--- config.mk ---
export PLATFORM = sky130hd
export DESIGN_NAME = interconnect_top
export DESIGN_NICKNAME = d
export VERILOG_FILES = /design/src/interconnect_pkg.sv /design/src/blocking_crossbar.sv /design/src/hadamard_transform.sv /design/src/interconnect_top.sv /design/src/packet_router.sv /design/src/sample_deserializer.sv /design/src/sample_serializer.sv /design/src/spi_minion.sv /design/src/stream_arbiter.sv
export VERILOG_INCLUDE_DIRS = /design/src
export SDC_FILE = /design/constraint.sdc
export NUM_CORES = 1
export LEC_CHECK = 0
export ABC_AREA = 1
export BUFFER_PORTS_ARGS = -buffer_cell sky130_fd_sc_hd__buf_2
export CAP_MARGIN = 20
export CORE_MARGIN = 3
export CORE_UTILIZATION = 40
export CTS_CLUSTER_SIZE = 20
export DETAILED_ROUTE_END_ITERATION = 16
export GPL_TIMING_DRIVEN = 0
export HOLD_SLACK_MARGIN = 0.02
export SLEW_MARGIN = 5
export SYNTH_ARGS = -nofsm -noshare
export SYNTH_HDL_FRONTEND = slang
export SYNTH_SLANG_ARGS = --single-unit
--- constraint.sdc ---
create_clock -name clk -period 5.9 [get_ports clk]
set_clock_uncertainty 0.2 [all_clocks]
set_input_delay 0.295 -clock clk [delete_from_list [all_inputs] [get_ports clk]]
set_output_delay 0.295 -clock clk [all_outputs]
set_load 0.01 [all_outputs]
--- src/interconnect_consts.svh ---
`ifndef INTERCONNECT_CONSTS_SVH
`define INTERCONNECT_CONSTS_SVH

// ==============================
// interconnect sizes
// ==============================

// routed message, addr plus data
`define MSG_W 18

// data word and transform sample
`define DATA_W 16

// spi frame, push/pull flags over one message
`define FRAME_W 20

// samples per transform block
`define N_SAMPLES 4

// flops per synchronized spi pin
`define SYNC_DEPTH 2

`endif

--- src/interconnect_pkg.sv ---
`default_nettype none

`include "interconnect_consts.svh"

package interconnect_pkg;

  // ==============================
  // router addresses
  // ==============================
  typedef enum logic [1:0] {
    ROUTE_IN_XBAR  = 2'd0,
    ROUTE_OUT_XBAR = 2'd1,
    ROUTE_IN_CFG   = 2'd2,
    ROUTE_OUT_CFG  = 2'd3
  } route_e;

  // host to device message
  typedef struct packed {
    route_e              addr;
    logic [`DATA_W-1:0]  data;
  } msg_t;

  // device to host response, spare bit is always zero
  typedef struct packed {
    logic                spare;
    logic                src;
    logic [`DATA_W-1:0]  data;
  } resp_t;

  // crossbar route, one input and one output select
  typedef struct packed {
    logic in_sel;
    logic out_sel;
  } xbar_cfg_t;

endpackage

`default_nettype wire

--- src/blocking_crossbar.sv ---
`timescale 1ns/1ps
`default_nettype none

`include "interconnect_consts.svh"

module blocking_crossbar (
  input  logic                        clk,
  input  logic                        rst,
  input  logic                        in_val   [2],
  output logic                        in_rdy   [2],
  input  logic [`DATA_W-1:0]          in_data  [2],
  output logic                        out_val  [2],
  input  logic                        out_rdy  [2],
  output logic [`DATA_W-1:0]          out_data [2],
  input  logic                        ctl_val,
  output logic                        ctl_rdy,
  input  interconnect_pkg::xbar_cfg_t ctl_cfg
);
  import interconnect_pkg::*;

  xbar_cfg_t route_q;
  logic      data_xfer;

  // ==============================
  // data path, one route at a time
  // ==============================
  always_comb begin
    for (int o = 0; o < 2; o++) begin
      out_val[o]  = (route_q.out_sel == 1'(o)) && in_val[route_q.in_sel];
      out_data[o] = in_data[route_q.in_sel];
    end
    // unrouted inputs stall
    for (int i = 0; i < 2; i++) begin
      in_rdy[i] = (route_q.in_sel == 1'(i)) && out_rdy[route_q.out_sel];
    end
  end

  assign data_xfer = in_val[route_q.in_sel] & out_rdy[route_q.out_sel];

  // ==============================
  // route register
  // ==============================

  // hold off reconfig while data moves
  assign ctl_rdy = ~data_xfer;

  always_ff @(posedge clk) begin
    if (rst) begin
      route_q <= '{in_sel: 1'b0, out_sel: 1'b0};
    end else if (ctl_val && ctl_rdy) begin
      route_q <= ctl_cfg;
    end
  end

endmodule

`default_nettype wire

--- src/hadamard_transform.sv ---
`timescale 1ns/1ps
`default_nettype none

`include "interconnect_consts.svh"

module hadamard_transform (
  input  logic               clk,
  input  logic               rst,
  input  logic               in_val,
  output logic               in_rdy,
  input  logic [`DATA_W-1:0] in_block  [`N_SAMPLES],
  output logic               out_val,
  input  logic               out_rdy,
  output logic [`DATA_W-1:0] out_block [`N_SAMPLES]
);

  logic               full_q;
  logic [`DATA_W-1:0] y [`N_SAMPLES];
  logic [`DATA_W-1:0] y_q [`N_SAMPLES];

  // butterflies, all sums wrap at data width
  always_comb begin
    y[0] = in_block[0] + in_block[1] + in_block[2] + in_block[3];
    y[1] = in_block[0] - in_block[1] + in_block[2] - in_block[3];
    y[2] = in_block[0] + in_block[1] - in_block[2] - in_block[3];
    y[3] = in_block[0] - in_block[1] - in_block[2] + in_block[3];
  end

  // stage empty or emptying
  assign in_rdy = ~full_q | out_rdy;

  always_ff @(posedge clk) begin
    if (rst) begin
      full_q <= 1'b0;
    end else if (in_val && in_rdy) begin
      full_q <= 1'b1;
    end else if (out_rdy) begin
      full_q <= 1'b0;
    end
  end

  always_ff @(posedge clk) begin
    if (in_val && in_rdy) begin
      y_q <= y;
    end
  end

  assign out_val   = full_q;
  assign out_block = y_q;

endmodule

`default_nettype wire

--- src/interconnect_top.sv ---
`timescale 1ns/1ps
`default_nettype none

`include "interconnect_consts.svh"

module interconnect_top (
  input  logic        clk,
  input  logic        rst,
  input  logic        cs,
  input  logic        sclk,
  input  logic        mosi,
  output logic        miso,
  output logic        minion_parity,
  output logic        adapter_parity,
  output logic [22:0] io_oeb,
  output logic [4:0]  io_out
);
  import interconnect_pkg::*;

  // gpios unused beyond spi
  assign io_oeb = '0;
  assign io_out = '0;

  // ==============================
  // spi and router
  // ==============================
  logic               push_val;
  logic               push_rdy;
  msg_t               push_msg;
  logic               pull_val;
  logic               pull_rdy;
  resp_t              pull_msg;
  logic               rt_val  [4];
  logic               rt_rdy  [4];
  logic [`DATA_W-1:0] rt_data [4];

  spi_minion i_spi_minion (
    .clk(clk), .rst(rst), .cs(cs), .sclk(sclk), .mosi(mosi), .miso(miso),
    .minion_parity(minion_parity), .adapter_parity(adapter_parity),
    .push_val(push_val), .push_msg(push_msg), .push_rdy(push_rdy),
    .pull_val(pull_val), .pull_msg(pull_msg), .pull_rdy(pull_rdy)
  );

  packet_router i_packet_router (
    .clk(clk), .rst(rst),
    .in_val(push_val), .in_rdy(push_rdy), .in_msg(push_msg),
    .out_val(rt_val), .out_rdy(rt_rdy), .out_data(rt_data)
  );

  // ==============================
  // input crossbar
  // ==============================
  logic               ixb_in_val   [2];
  logic               ixb_in_rdy   [2];
  logic [`DATA_W-1:0] ixb_in_data  [2];
  logic               ixb_out_val  [2];
  logic               ixb_out_rdy  [2];
  logic [`DATA_W-1:0] ixb_out_data [2];

  // input 0 from router addr 0, input 1 idle
  assign ixb_in_val[0]  = rt_val[0];
  assign ixb_in_data[0] = rt_data[0];
  assign rt_rdy[0]      = ixb_in_rdy[0];
  assign ixb_in_val[1]  = 1'b0;
  assign ixb_in_data[1] = '0;

  blocking_crossbar i_in_xbar (
    .clk(clk), .rst(rst),
    .in_val(ixb_in_val), .in_rdy(ixb_in_rdy), .in_data(ixb_in_data),
    .out_val(ixb_out_val), .out_rdy(ixb_out_rdy), .out_data(ixb_out_data),
    .ctl_val(rt_val[2]), .ctl_rdy(rt_rdy[2]), .ctl_cfg(xbar_cfg_t'(rt_data[2][1:0]))
  );

  // ==============================
  // transform path
  // ==============================
  logic               des_val;
  logic               des_rdy;
  logic [`DATA_W-1:0] des_block [`N_SAMPLES];
  logic               wht_val;
  logic               wht_rdy;
  logic [`DATA_W-1:0] wht_block [`N_SAMPLES];
  logic               oxb_in_val   [2];
  logic               oxb_in_rdy   [2];
  logic [`DATA_W-1:0] oxb_in_data  [2];

  sample_deserializer i_deserializer (
    .clk(clk), .rst(rst),
    .in_val(ixb_out_val[1]), .in_rdy(ixb_out_rdy[1]), .in_data(ixb_out_data[1]),
    .out_val(des_val), .out_rdy(des_rdy), .out_block(des_block)
  );

  hadamard_transform i_hadamard (
    .clk(clk), .rst(rst),
    .in_val(des_val), .in_rdy(des_rdy), .in_block(des_block),
    .out_val(wht_val), .out_rdy(wht_rdy), .out_block(wht_block)
  );

  sample_serializer i_serializer (
    .clk(clk), .rst(rst),
    .in_val(wht_val), .in_rdy(wht_rdy), .in_block(wht_block),
    .out_val(oxb_in_val[1]), .out_rdy(oxb_in_rdy[1]), .out_data(oxb_in_data[1])
  );

  // ==============================
  // output crossbar and arbiter
  // ==============================
  logic               oxb_out_val  [2];
  logic               oxb_out_rdy  [2];
  logic [`DATA_W-1:0] oxb_out_data [2];
  logic               arb_val  [2];
  logic               arb_rdy  [2];
  logic [`DATA_W-1:0] arb_data [2];

  // input 0 from router addr 1
  assign oxb_in_val[0]  = rt_val[1];
  assign oxb_in_data[0] = rt_data[1];
  assign rt_rdy[1]      = oxb_in_rdy[0];
  // output 1 has no sink
  assign oxb_out_rdy[1] = 1'b0;

  blocking_crossbar i_out_xbar (
    .clk(clk), .rst(rst),
    .in_val(oxb_in_val), .in_rdy(oxb_in_rdy), .in_data(oxb_in_data),
    .out_val(oxb_out_val), .out_rdy(oxb_out_rdy), .out_data(oxb_out_data),
    .ctl_val(rt_val[3]), .ctl_rdy(rt_rdy[3]), .ctl_cfg(xbar_cfg_t'(rt_data[3][1:0]))
  );

  // arbiter 0 is the loopback, 1 the output crossbar
  assign arb_val[0]     = ixb_out_val[0];
  assign arb_data[0]    = ixb_out_data[0];
  assign ixb_out_rdy[0] = arb_rdy[0];
  assign arb_val[1]     = oxb_out_val[0];
  assign arb_data[1]    = oxb_out_data[0];
  assign oxb_out_rdy[0] = arb_rdy[1];

  stream_arbiter i_arbiter (
    .clk(clk), .rst(rst),
    .in_val(arb_val), .in_rdy(arb_rdy), .in_data(arb_data),
    .out_val(pull_val), .out_rdy(pull_rdy), .out_msg(pull_msg)
  );

endmodule

`default_nettype wire

--- src/packet_router.sv ---
`timescale 1ns/1ps
`default_nettype none

`include "interconnect_consts.svh"

module packet_router (
  input  logic                   clk,
  input  logic                   rst,
  input  logic                   in_val,
  output logic                   in_rdy,
  input  interconnect_pkg::msg_t in_msg,
  output logic                   out_val  [4],
  input  logic                   out_rdy  [4],
  output logic [`DATA_W-1:0]     out_data [4]
);
  import interconnect_pkg::*;

  logic               full_q;
  route_e             addr_q;
  logic [`DATA_W-1:0] data_q;
  logic               drain;

  // register drains when its chosen output takes it
  assign drain  = full_q & out_rdy[addr_q];
  assign in_rdy = ~full_q | drain;

  always_ff @(posedge clk) begin
    if (rst) begin
      full_q <= 1'b0;
    end else if (in_val && in_rdy) begin
      full_q <= 1'b1;
    end else if (drain) begin
      full_q <= 1'b0;
    end
  end

  always_ff @(posedge clk) begin
    if (in_val && in_rdy) begin
      addr_q <= in_msg.addr;
      data_q <= in_msg.data;
    end
  end

  // address stripped, only one val up
  always_comb begin
    for (int i = 0; i < 4; i++) begin
      out_val[i]  = full_q && (addr_q == route_e'(i));
      out_data[i] = data_q;
    end
  end

endmodule

`default_nettype wire

--- src/sample_deserializer.sv ---
`timescale 1ns/1ps
`default_nettype none

`include "interconnect_consts.svh"

module sample_deserializer (
  input  logic               clk,
  input  logic               rst,
  input  logic               in_val,
  output logic               in_rdy,
  input  logic [`DATA_W-1:0] in_data,
  output logic               out_val,
  input  logic               out_rdy,
  output logic [`DATA_W-1:0] out_block [`N_SAMPLES]
);

  localparam int CNT_W = $clog2(`N_SAMPLES);

  logic [CNT_W-1:0]   cnt_q;
  logic               full_q;
  logic [`DATA_W-1:0] block_q [`N_SAMPLES];

  // no new samples while a block waits
  assign in_rdy = ~full_q;

  always_ff @(posedge clk) begin
    if (rst) begin
      cnt_q  <= '0;
      full_q <= 1'b0;
    end else if (in_val && in_rdy) begin
      if (cnt_q == CNT_W'(`N_SAMPLES - 1)) begin
        cnt_q  <= '0;
        full_q <= 1'b1;
      end else begin
        cnt_q <= cnt_q + 1'b1;
      end
    end else if (full_q && out_rdy) begin
      full_q <= 1'b0;
    end
  end

  always_ff @(posedge clk) begin
    if (in_val && in_rdy) begin
      block_q[cnt_q] <= in_data;
    end
  end

  assign out_val   = full_q;
  assign out_block = block_q;

endmodule

`default_nettype wire

--- src/sample_serializer.sv ---
`timescale 1ns/1ps
`default_nettype none

`include "interconnect_consts.svh"

module sample_serializer (
  input  logic               clk,
  input  logic               rst,
  input  logic               in_val,
  output logic               in_rdy,
  input  logic [`DATA_W-1:0] in_block [`N_SAMPLES],
  output logic               out_val,
  input  logic               out_rdy,
  output logic [`DATA_W-1:0] out_data
);

  localparam int IDX_W = $clog2(`N_SAMPLES);

  logic [IDX_W-1:0]   idx_q;
  logic               full_q;
  logic [`DATA_W-1:0] block_q [`N_SAMPLES];

  // next block only once the last sample left
  assign in_rdy = ~full_q;

  always_ff @(posedge clk) begin
    if (rst) begin
      idx_q  <= '0;
      full_q <= 1'b0;
    end else if (in_val && in_rdy) begin
      full_q <= 1'b1;
    end else if (full_q && out_rdy) begin
      if (idx_q == IDX_W'(`N_SAMPLES - 1)) begin
        idx_q  <= '0;
        full_q <= 1'b0;
      end else begin
        idx_q <= idx_q + 1'b1;
      end
    end
  end

  always_ff @(posedge clk) begin
    if (in_val && in_rdy) begin
      block_q <= in_block;
    end
  end

  // sample 0 goes out first
  assign out_val  = full_q;
  assign out_data = block_q[idx_q];

endmodule

`default_nettype wire

--- src/spi_minion.sv ---
`timescale 1ns/1ps
`default_nettype none

`include "interconnect_consts.svh"

module spi_minion (
  input  logic                    clk,
  input  logic                    rst,
  input  logic                    cs,
  input  logic                    sclk,
  input  logic                    mosi,
  output logic                    miso,
  output logic                    minion_parity,
  output logic                    adapter_parity,
  output logic                    push_val,
  output interconnect_pkg::msg_t  push_msg,
  input  logic                    push_rdy,
  input  logic                    pull_val,
  input  interconnect_pkg::resp_t pull_msg,
  output logic                    pull_rdy
);
  import interconnect_pkg::*;

  localparam int TOP = `SYNC_DEPTH - 1;

  // ==============================
  // pin synchronizers
  // ==============================
  logic [`SYNC_DEPTH-1:0] sclk_sync;
  logic [`SYNC_DEPTH-1:0] cs_sync;
  logic [`SYNC_DEPTH-1:0] mosi_sync;
  logic                   sclk_q;
  logic                   cs_q;
  logic                   sclk_rise;
  logic                   sclk_fall;
  logic                   cs_fall;
  logic                   cs_rise;

  always_ff @(posedge clk) begin
    if (rst) begin
      sclk_sync <= '0;
      // cs idles high
      cs_sync   <= '1;
      sclk_q    <= 1'b0;
      cs_q      <= 1'b1;
    end else begin
      sclk_sync <= {sclk_sync[TOP-1:0], sclk};
      cs_sync   <= {cs_sync[TOP-1:0], cs};
      sclk_q    <= sclk_sync[TOP];
      cs_q      <= cs_sync[TOP];
    end
  end

  always_ff @(posedge clk) begin
    mosi_sync <= {mosi_sync[TOP-1:0], mosi};
  end

  // sclk edges only count inside a frame
  assign sclk_rise = ~cs_sync[TOP] & sclk_sync[TOP] & ~sclk_q;
  assign sclk_fall = ~cs_sync[TOP] & ~sclk_sync[TOP] & sclk_q;
  assign cs_fall   = ~cs_sync[TOP] & cs_q;
  assign cs_rise   = cs_sync[TOP] & ~cs_q;

  // ==============================
  // frame shifter and buffers
  // ==============================
  logic [`FRAME_W-1:0] shreg;
  logic                miso_q;
  logic                space_q;
  logic                rv_q;
  logic                push_full;
  msg_t                push_q;
  logic                resp_full;
  resp_t               resp_q;
  logic                push_bit;
  logic                pull_bit;

  assign push_bit = shreg[`FRAME_W-1];
  assign pull_bit = shreg[`FRAME_W-2];

  always_ff @(posedge clk) begin
    if (rst) begin
      miso_q         <= 1'b0;
      space_q        <= 1'b0;
      rv_q           <= 1'b0;
      push_full      <= 1'b0;
      resp_full      <= 1'b0;
      minion_parity  <= 1'b0;
      adapter_parity <= 1'b0;
    end else begin
      if (push_full && push_rdy) begin
        push_full <= 1'b0;
      end
      // refill response whenever empty
      if (!resp_full && pull_val) begin
        resp_full <= 1'b1;
      end
      if (cs_fall) begin
        rv_q    <= resp_full;
        space_q <= ~push_full;
        miso_q  <= resp_full;
      end else if (sclk_fall) begin
        miso_q <= shreg[`FRAME_W-1];
      end
      if (cs_rise) begin
        miso_q <= 1'b0;
        // push only if space was offered at frame start
        if (push_bit && space_q) begin
          push_full     <= 1'b1;
          minion_parity <= ^shreg[`MSG_W-1:0];
        end
        // consume only what was shown as valid
        if (pull_bit && rv_q) begin
          resp_full      <= 1'b0;
          adapter_parity <= ^resp_q;
        end
      end
    end
  end

  always_ff @(posedge clk) begin
    if (cs_fall) begin
      shreg <= {resp_full, ~push_full, (resp_full ? resp_q : resp_t'('0))};
    end else if (sclk_rise) begin
      shreg <= {shreg[`FRAME_W-2:0], mosi_sync[TOP]};
    end
    if (cs_rise && push_bit && space_q) begin
      push_q <= msg_t'(shreg[`MSG_W-1:0]);
    end
    if (!resp_full && pull_val) begin
      resp_q <= pull_msg;
    end
  end

  assign miso     = miso_q;
  assign push_val = push_full;
  assign push_msg = push_q;
  assign pull_rdy = ~resp_full;

endmodule

`default_nettype wire

--- src/stream_arbiter.sv ---
`timescale 1ns/1ps
`default_nettype none

`include "interconnect_consts.svh"

module stream_arbiter (
  input  logic                    clk,
  input  logic                    rst,
  input  logic                    in_val  [2],
  output logic                    in_rdy  [2],
  input  logic [`DATA_W-1:0]      in_data [2],
  output logic                    out_val,
  input  logic                    out_rdy,
  output interconnect_pkg::resp_t out_msg
);
  import interconnect_pkg::*;

  logic  ptr_q;
  logic  full_q;
  resp_t out_q;
  logic  take;
  logic  grant_val;
  logic  grant;

  // output register free or draining
  assign take = ~full_q | out_rdy;

  // pointer input has priority this round
  always_comb begin
    grant_val = in_val[0] | in_val[1];
    grant     = in_val[ptr_q] ? ptr_q : ~ptr_q;
    for (int i = 0; i < 2; i++) begin
      in_rdy[i] = take && grant_val && (grant == 1'(i));
    end
  end

  always_ff @(posedge clk) begin
    if (rst) begin
      ptr_q  <= 1'b0;
      full_q <= 1'b0;
    end else if (take) begin
      full_q <= grant_val;
      // move past the winner
      if (grant_val) begin
        ptr_q <= ~grant;
      end
    end
  end

  always_ff @(posedge clk) begin
    if (take && grant_val) begin
      out_q <= '{spare: 1'b0, src: grant, data: in_data[grant]};
    end
  end

  assign out_val = full_q;
  assign out_msg = out_q;

endmodule

`default_nettype wire

* Word level (Yosys, flattened, before mapping)
Index checks and enable logic that the tools add are counted.
** Word-level totals
- Input port bits :: 5
- Register bits after elaboration :: 311
- Word-level logic and storage cells :: 216
- Output and inout bits :: 31
** Cells by class
- Add/subtract/negate cells :: 12
- Mux-type cells :: 57
- Equality and inequality tests :: 7
- Reductions and logical operators :: 43
- Bitwise operators :: 42
- Order comparisons :: 10
** Operators by type and width (number)
- $mux 16 :: 12
- $add 16x16->16 :: 5
- $sub 16x16->16 :: 5
- $bwmux 64 :: 1
- $mux 20 :: 2
- $mux 1 :: 36
- $reduce_xor 18->1 :: 2
- $bmux 16 s2 :: 1
- $demux 16 s2 :: 1
- $logic_and 1x1->1 :: 26
- $not 1->1 :: 20
- $mux 17 :: 1
- $ge 2x2->1 const B :: 6
- $not 1->2 :: 6
- $reduce_and 2->1 :: 6
- $reduce_bool 2->1 :: 6
- $and 1x1->1 :: 9
- $ge 3x3->1 const B :: 3
- $not 2->3 :: 3
- $eq 2x2->1 const B :: 4
- $add 2x1->2 const B :: 2
- $mux 2 :: 2
- $or 1x1->1 :: 4
- $lt 3x1->1 const B :: 1
- other kinds (7) :: 7

* Logic depth before layout (Yosys ltp)
Gate-level depths: netlist of run 1.
- Depth after elaboration :: 26
- Gate-level depth with buffers :: 23
- Gate-level depth less buffers :: 22

* By module
A second synthesis of run 1 with hierarchy kept.
** Unflattened totals
- Cell total of the unflattened synthesis :: 2013
- Area total of the unflattened synthesis :: 19094.6 um2
** Modules (own cells, without submodules)
- hadamard_transform :: area each 7956.4 um2, times used 1, cells an instance 948, sequential area each 1941.9 um2
- spi_minion :: area each 3025.4 um2, times used 1, cells an instance 297, sequential area each 1981.9 um2
- sample_serializer :: area each 2869.0 um2, times used 1, cells an instance 274, sequential area each 1981.9 um2
- sample_deserializer :: area each 2158.3 um2, times used 1, cells an instance 99, sequential area each 1981.9 um2
- packet_router :: area each 1023.5 um2, times used 1, cells an instance 86, sequential area each 560.5 um2
- blocking_crossbar :: area each 489.2 um2, times used 2, cells an instance 95, sequential area each 40.0 um2
- stream_arbiter :: area each 869.6 um2, times used 1, cells an instance 90, sequential area each 550.5 um2
- interconnect_top :: area each 214.0 um2, times used 1, cells an instance 29, sequential area each 0.0 um2

* Least setup slack after synthesis of run 1
Ideal clock, no wire load.
- Path kind :: register to register
- Start point :: register i_deserializer.block_q (netlist bit i_deserializer.out_block[32])
- End point :: register i_hadamard.y_q (netlist bit i_hadamard.out_block[61]) (data pin)
- Arrival time :: 3385 ps
- Data required time :: 5441 ps
- Library setup time :: 259 ps
- Path slack :: 2056 ps
- Path buffers :: 0
- Period minus slack after synthesis :: 3844 ps
- Stages on the path, launching flop included :: 19
- Cell sequence :: edfxtp_1 > ha_1 > fa_1 > nand3_1 > nand2_1 > nand2_1 > nand2_1 > a21oi_1 > xor2_1 > fa_1 > inv_1 > ha_1 > a21o_1 > a21oi_1 > o21ai_1 > a21boi_1 > o21ai_0 > nand2_1 > nand2_1
** RTL lines
- start, declared :: line sample_deserializer.sv:21 : logic [`DATA_W-1:0] block_q [`N_SAMPLES];
- start signal, assigned by index :: line sample_deserializer.sv:44 : block_q[cnt_q] <= in_data;
- end signal, assigned :: line hadamard_transform.sv:44 : y_q <= y;
- end, declared :: line hadamard_transform.sv:19 : logic [`DATA_W-1:0] y_q [`N_SAMPLES];

==> results of run 1 <==
==> through the flow <==
stage / hold WS (ps) / area, µm² / std cells / worst slack, ps / utilization
floorplan: 109.6 / 17070 / 1568 / 2056 / -
global placement: 117.8 / 17770 / 2107 / 1084 / 0.4294
detailed placement: 120.8 / 17970 / 2117 / 1180 / 0.4342
CTS: 135.6 / 19170 / 2186 / 1186 / 0.4631
global route: 144.1 / 19180 / 2187 / 933.1 / 0.4634
finish: 132.2 / 19180 / 2187 / 1180 / 0.4634
==> sequential cells by signal, summed over array words and instances (netlist names), 2 cells and up <==
name / cells
i_packet_router.data_q: 16
i_spi_minion.shreg: 20
i_deserializer.out_block: 64
i_hadamard.out_block: 63
i_out_xbar.route_q: 2
i_in_xbar.route_q: 2
i_spi_minion.mosi_sync: 2
i_serializer.block_q: 63
i_serializer.idx_q: 2
i_spi_minion.sclk_sync: 2
i_spi_minion.resp_q: 17
i_spi_minion.cs_sync: 2
i_spi_minion.push_msg: 18
i_arbiter.out_msg: 17
i_packet_router.addr_q: 2
i_deserializer.cnt_q: 2
==> path summary, 6_finish.rpt <==
check                                       end  slack [ps]  cells after the start
max          i_hadamard.out_block[47]$_DFFE_PP_        1180                     20
min           i_spi_minion.mosi_sync[1]$_DFF_P_         130                      0
min reg2reg   i_spi_minion.mosi_sync[1]$_DFF_P_         130                      0
max reg2reg  i_hadamard.out_block[47]$_DFFE_PP_        1180                     20
==> final cells by class <==
| type | count | share of cell area |
|---|---|---|
| clock buffers | 38 | 0.04626 |
| well taps | 532 | 0.03471 |
| plain buffers | 55 | 0.01696 |
| multi-input cells | 952 | 0.3575 |
| inverters | 252 | 0.04932 |
| repair buffers | 23 | 0.01305 |
| flip-flops and latches | 309 | 0.4687 |
| clock inverters | 26 | 0.01344 |
==> cells in the mapped netlist (2+ instances only) <==
cell	n	share of area
a211oi_1	5	0.0022
a21boi_0	2	0.00088
a21boi_1	5	0.0022
a21o_1	8	0.0035
a21oi_1	81	0.024
a21oi_2	3	0.0015
a31oi_1	10	0.0037
buf_1	3	0.00066
buf_2	8	0.0024
buf_4	29	0.013
clkbuf_1	15	0.0033
dfxtp_1	29	0.034
edfxtp_1	280	0.50
fa_1	63	0.074
ha_1	95	0.070
inv_1	243	0.054
inv_2	9	0.0020
mux2i_1	15	0.0088
nand2_1	222	0.049
nand2_2	7	0.0026
nand3_1	53	0.016
nand3_2	2	0.0012
nand3b_1	9	0.0040
nand4_1	6	0.0022
nor2_1	84	0.019
nor3_1	7	0.0021
nor4_1	2	0.00074
o211ai_1	18	0.0080
o21ai_0	65	0.019
o21ai_1	10	0.0029
o21ai_2	3	0.0015
o21bai_1	4	0.0018
o221ai_1	18	0.0093
or2_2	2	0.00074
xnor2_1	47	0.024
xor2_1	67	0.035
==> layer usage <==
metal,up-vias,share of wire,track usage
li1,5296,-,-
met1,5109,0.46,0.2347
met2,210,0.46,0.2767
met3,71,0.046,0.02671
met4,0,0.032,0.05751
met5,-,0,0
==> repair_timing <==
action                    CTS  global route
buffers inserted            0             0
hold endpoints to repair    9             0
hold buffers                5             0
resized for setup           0             0
==> worst max-delay path: stages, from the launching register on <==
cell and delay [ps]:
edfxtp_1 400, inv_1 70, ha_1 140, inv_1 60, fa_1 410, nand3_1 110, nand2_1 140, a31oi_1 250
o21ai_0 200, nand3_1 110, nand2_1 60, xor2_1 360, fa_1 540, ha_1 370, a21oi_1 270, o21ai_0 150
nand2_1 80, nand2_1 50, a31oi_1 200, nand3b_1 130, nand2_1 140
==> report_power, final <==
part	internal [mW]	switching [mW]	leakage (nW)
registers	2.36	0.00575	2.76
clock network	1.24	0.918	0.544
logic	0.0308	0.0381	4.61
==> cells by family (layout without fill, tap and decap cells) <==
logic type,count (synthesis),count (layout),share of synthesized area
flip-flops,309,309,0.5297
multiplexers,15,15,0.008847
AO/OA/AOI/OAI,239,239,0.08420
AND/OR/NAND/NOR,398,398,0.09895
XOR/XNOR,114,114,0.05884
other,1,28,0.0002210
adder cells (fa/ha/maj),158,158,0.1444
buffers and inverters,307,394,0.07491
==> metrics.txt, run 1 <==
Fin. Hold Viols 0; CP Capture Type flop; final WL 37.56 mm; Final GP Congestion 0.9599; final net count 1791; syn_area_per_cell 11.01 µm²; DP HPWL 29.67 mm; Worst Setup SP i_deserializer.out_block[48]$_DFFE_PP_; cell area power density 239.8 nW/µm²; # fillers 3762; worst skew pair latency 540 ps; CTS buffer count 35; FMAX 211.9 MHz; commonest non-fill, non-tap cells in the layout edfxtp_1, inv_1, nand2_1; vias after detailed routing 10.69k; largest net degree at the start of global routing 36; total power 4.599 mW; Ant. Diodes 0; grt ovf 0; Slew @ Worst Pin 828.1 ps; ys async rst share 0; Remaining DRCs 0; Post-synth EDFFs 280; final worst-path cycle share 0.8000; CP Max Fanout 4; Startpoint Class flop; Syn. warnings 0; antenna violations before repair 1; die area 44930 µm²; post-synthesis cell count 1541; H-Tree Depth 2; CTS Root Cell clkbuf_16; CTS tree yes; RSZ-0062 raised after global routing false; reg2reg start i_deserializer.out_block[48]$_DFFE_PP_; Cell Rows 74; Clock Pin Slew Worst Setup and Hold Paths 70 ps; commonest non-fill, non-tap cell in the layout edfxtp_1; synthesized area 16970 µm²; Worst Hold Class flop to flop; first-pass GRT wire length 59.11 mm; Detail Route Antenna Nets 0; status completed; Boundary Pins 36; Slew HR 0.4462; number of global-route vias before repair 10.94k; Critical Path RT 5960 ps; post-synthesis sequential area ratio 0.5297; crit path kind flop to flop; area occupied by multi-input gates 6857 µm²; Total GRT Usage 0.1703; Iteration-0 DRC Markers 606; min Tclk post-route 4720 ps; Leakage 7.915 nW; beginning of the worst hold path i_spi_minion.mosi_sync[0]$_DFF_P_; area of the core 41390 µm²; Max-Cap Viols 0; Pre-antenna DRT Iters 5; CTS sink cnt 309; FF/Latch Area 8989 µm²; Setup TNS Final 0 ps; Starting Density 0.4100; Worst VDD drop 0.2100 mV; Layout area overhead 13.01%; share of cells above drive strength 1 0.08882; Die Width 212.0 µm; Bufs on Longest Clock Path 3; final count of negative-setup-slack endpoints 0; I/O Buffers 7; Main synth FF type edfxtp_1; Routed wire per std cell 17.18 µm; Slew Limit Fails 0; die height 212.0 µm; routed vias/inst 4.886; Synth Register Bits 309; Worst EP arrival 4780 ps; post-synthesis cell type count 48
Note: power is estimated with default switching activity, not from simulation.
==> run 2: changes to the inputs <==
==> constraint.sdc (replaced) <==
create_clock -name clk -period 4.54 [get_ports clk]
set_clock_uncertainty 0.2 [all_clocks]
set_input_delay 0.227 -clock clk [delete_from_list [all_inputs] [get_ports clk]]
set_output_delay 0.227 -clock clk [all_outputs]
set_load 0.01 [all_outputs]
==> run 2 against run 1 <==
Net effect: core utilization increased by 0.49 points; non-clock buffer count increased by 4; sequential power increased by 30%; clock power increased by 30%; first-iteration DRC count decreased by 4.5%; highest routed layer unchanged.
==> metrics.txt, run 2 (same netlist as run 1, synthesis figures left out) <==
Final GP Congestion 0.9599; Worst Setup SP i_deserializer.out_block[54]$_DFFE_PP_; first-pass GRT wire length 59.15 mm; reg2reg start i_deserializer.out_block[54]$_DFFE_PP_; switching share of power 0.2088; area of the core 41390 µm²; number of global-route vias before repair 10.93k; WHS Path Cells 0; I/O Buffers 7; CTS tree yes; Startpoint Class flop; Layout area overhead 14.21%; clock share of power 0.470; die height 212.0 µm; beginning of the worst hold path i_spi_minion.mosi_sync[0]$_DFF_P_; fin util 0.4683; Slowest Stage Delay on Critical Path 570 ps; Critical Path Most Common Cell nand2_1; H-Tree Depth 2; final worst-path cycle share 0.9644; Die Width 212.0 µm; cell area power density 308.3 nW/µm²; Final WS setup 161.6 ps; Leakage 7.961 nW; FMAX 228.4 MHz; Total GRT Usage 0.1704; Int Power 4.728 mW; max reg flops 64; # fillers 3744; Psw 1.247 mW; commonest non-fill, non-tap cells in the layout edfxtp_1, inv_1, nand2_1; die area 44930 µm²; crit path kind flop to flop; Post-DP Area 17970 µm²; Post-Place Worst Slack -179.9 ps; final count of negative-setup-slack endpoints 0; min Tclk post-route 4378 ps; Remaining DRCs 0; final net count 1795; DP HPWL 29.67 mm; Worst R2R End i_hadamard.out_block[63]$_DFFE_PP_; Slew @ Worst Pin 827.9 ps; final WL 37.57 mm; Starting Density 0.4100; vias after detailed routing 10.71k; CTS Root Cell clkbuf_16; Buf/Inv on CP 3; CP Max Fanout 7; post-route cell area 19380 µm²; CP Cell Sequence ha_1 > buf_2 > inv_1 > a21oi_1 > a21boi_1 > o21ai_2 > a21oi_2 > o21ai_0 > xor2_1 > fa_2 > ha_2 > nand2_1 > nor2_1 > a211oi_1 > nand2_1 > a31oi_2 > inv_1 > nand3_1 > nand2_1; Bufs on Longest Clock Path 3; CTS buffer count 35; Worst Hold Class flop to flop; largest net degree at the start of global routing 36; Worst VDD drop 0.2728 mV; Fin. Hold Viols 0; Slew HR 0.4463; Slew Limit Fails 0; routed vias/inst 4.888; CTS sink cnt 309; R2R depth 19; delay-heaviest family, CP compound AO/OA/AOI/OAI gates; crit path max-delay cell type fa_2; worst skew pair latency 540 ps; Sequential Power Share 0.515; total power 5.975 mW; Routed wire per std cell 17.15 µm; Pre-antenna DRT Iters 5; RSZ-0062 raised after global routing true; antenna violations before repair 1; Boundary Pins 36; commonest non-fill, non-tap cell in the layout edfxtp_1; R2R Setup Slk 160 ps; CP Capture Type flop; hold path endpoint i_spi_minion.mosi_sync[1]$_DFF_P_; status completed; Worst EP arrival 4430 ps; Max-Cap Viols 0; Clock Pin Slew Worst Setup and Hold Paths 60 ps; combinational share of power 0.015; share of cells above drive strength 1 0.1103; Cell Rows 74; Detail Route Antenna Nets 0; Iteration-0 DRC Markers 579; Ant. Diodes 0; Critical Path RT 4600 ps; grt ovf 0
-- run 2: cell types whose count changed in the layout (fill, tap and decap cells not counted), moves of 4 or more --
| cell | before | now |
|---|---|---|
| xor2_2 | 0 | 6 |
| a31oi_1 | 9 | 5 |
| a21oi_1 | 81 | 72 |
| xor2_1 | 67 | 61 |
| a21oi_2 | 3 | 10 |
| buf_4 | 30 | 34 |
| a31oi_2 | 2 | 6 |
-- run 2: repair_timing --
item                       4_1_cts  5_1_grt
setup buffers                    0        4
gates resized for setup          3       34
setup endpoints to repair        4       17
pin swaps                        0        5
hold buffers                     5        0
hold endpoints to repair         9        0
-- run 2: power groups by stage --
stage	Sequential, mW	Clock (mW)	Combinational (mW)
after detailed placement	3.14	0	0.0855
after global routing	3.08	2.99	0.101
after floorplan	3.14	0	0.0688
final	3.08	2.81	0.0895
after CTS	3.08	2.89	0.0891
after global placement	3.14	0	0.0827
-- run 2: how the worst max path moves through the flow --
stage,endpoint,depth (start not counted)
after global routing,i_hadamard.out_block[63]$_DFFE_PP_,19
after global placement,i_hadamard.out_block[41]$_DFFE_PP_,3
after CTS,i_hadamard.out_block[47]$_DFFE_PP_,19
after detailed placement,i_hadamard.out_block[47]$_DFFE_PP_,20
final,i_hadamard.out_block[63]$_DFFE_PP_,19
after floorplan,i_hadamard.out_block[61]$_DFFE_PP_,18
-- run 2: final cells by class --
type,count,area (µm²),share of cell area
Sequential cell,309,8989,0.4638
Multi-Input combinational cell,952,7030,0.3627
Tap cell,532,665.6,0.03434
Clock buffer,38,887.1,0.04577
Clock inverter,26,257.7,0.01330
Inverter,252,945.9,0.04881
Buffer,55,325.3,0.01679
Timing Repair Buffer,27,280.3,0.01446
-- run 2: per-layer routing --
metal | part of all wire | vias up | track usage
met5 | 0 | - | 0
met4 | 0.033 | 0 | 0.05635
met3 | 0.052 | 71 | 0.02671
met2 | 0.46 | 246 | 0.2773
met1 | 0.46 | 5103 | 0.2350
li1 | - | 5289 | -
-- run 2: worst reg2reg max path, cell delays in order (launching register included) --
cell and delay [ps]:
edfxtp_1 390, ha_1 280, buf_2 170, inv_1 120
a21oi_1 140, a21boi_1 210, o21ai_2 150, a21oi_2 190
o21ai_0 120, xor2_1 350, fa_2 570, ha_2 340
nand2_1 70, nor2_1 40, a211oi_1 170, nand2_1 90
a31oi_2 240, inv_1 70, nand3_1 70, nand2_1 120
-- run 2: per-stage QoR --
step | std cells | hold WS [ps] | TNS (ps)
floorplan | 1568 | 54.72 | 0
global placement | 2107 | 117.8 | -26280
detailed placement | 2117 | 120.8 | -280.9
CTS | 2186 | 119.6 | 0
global route | 2191 | 144.1 | -182.9
finish | 2191 | 132.2 | 0
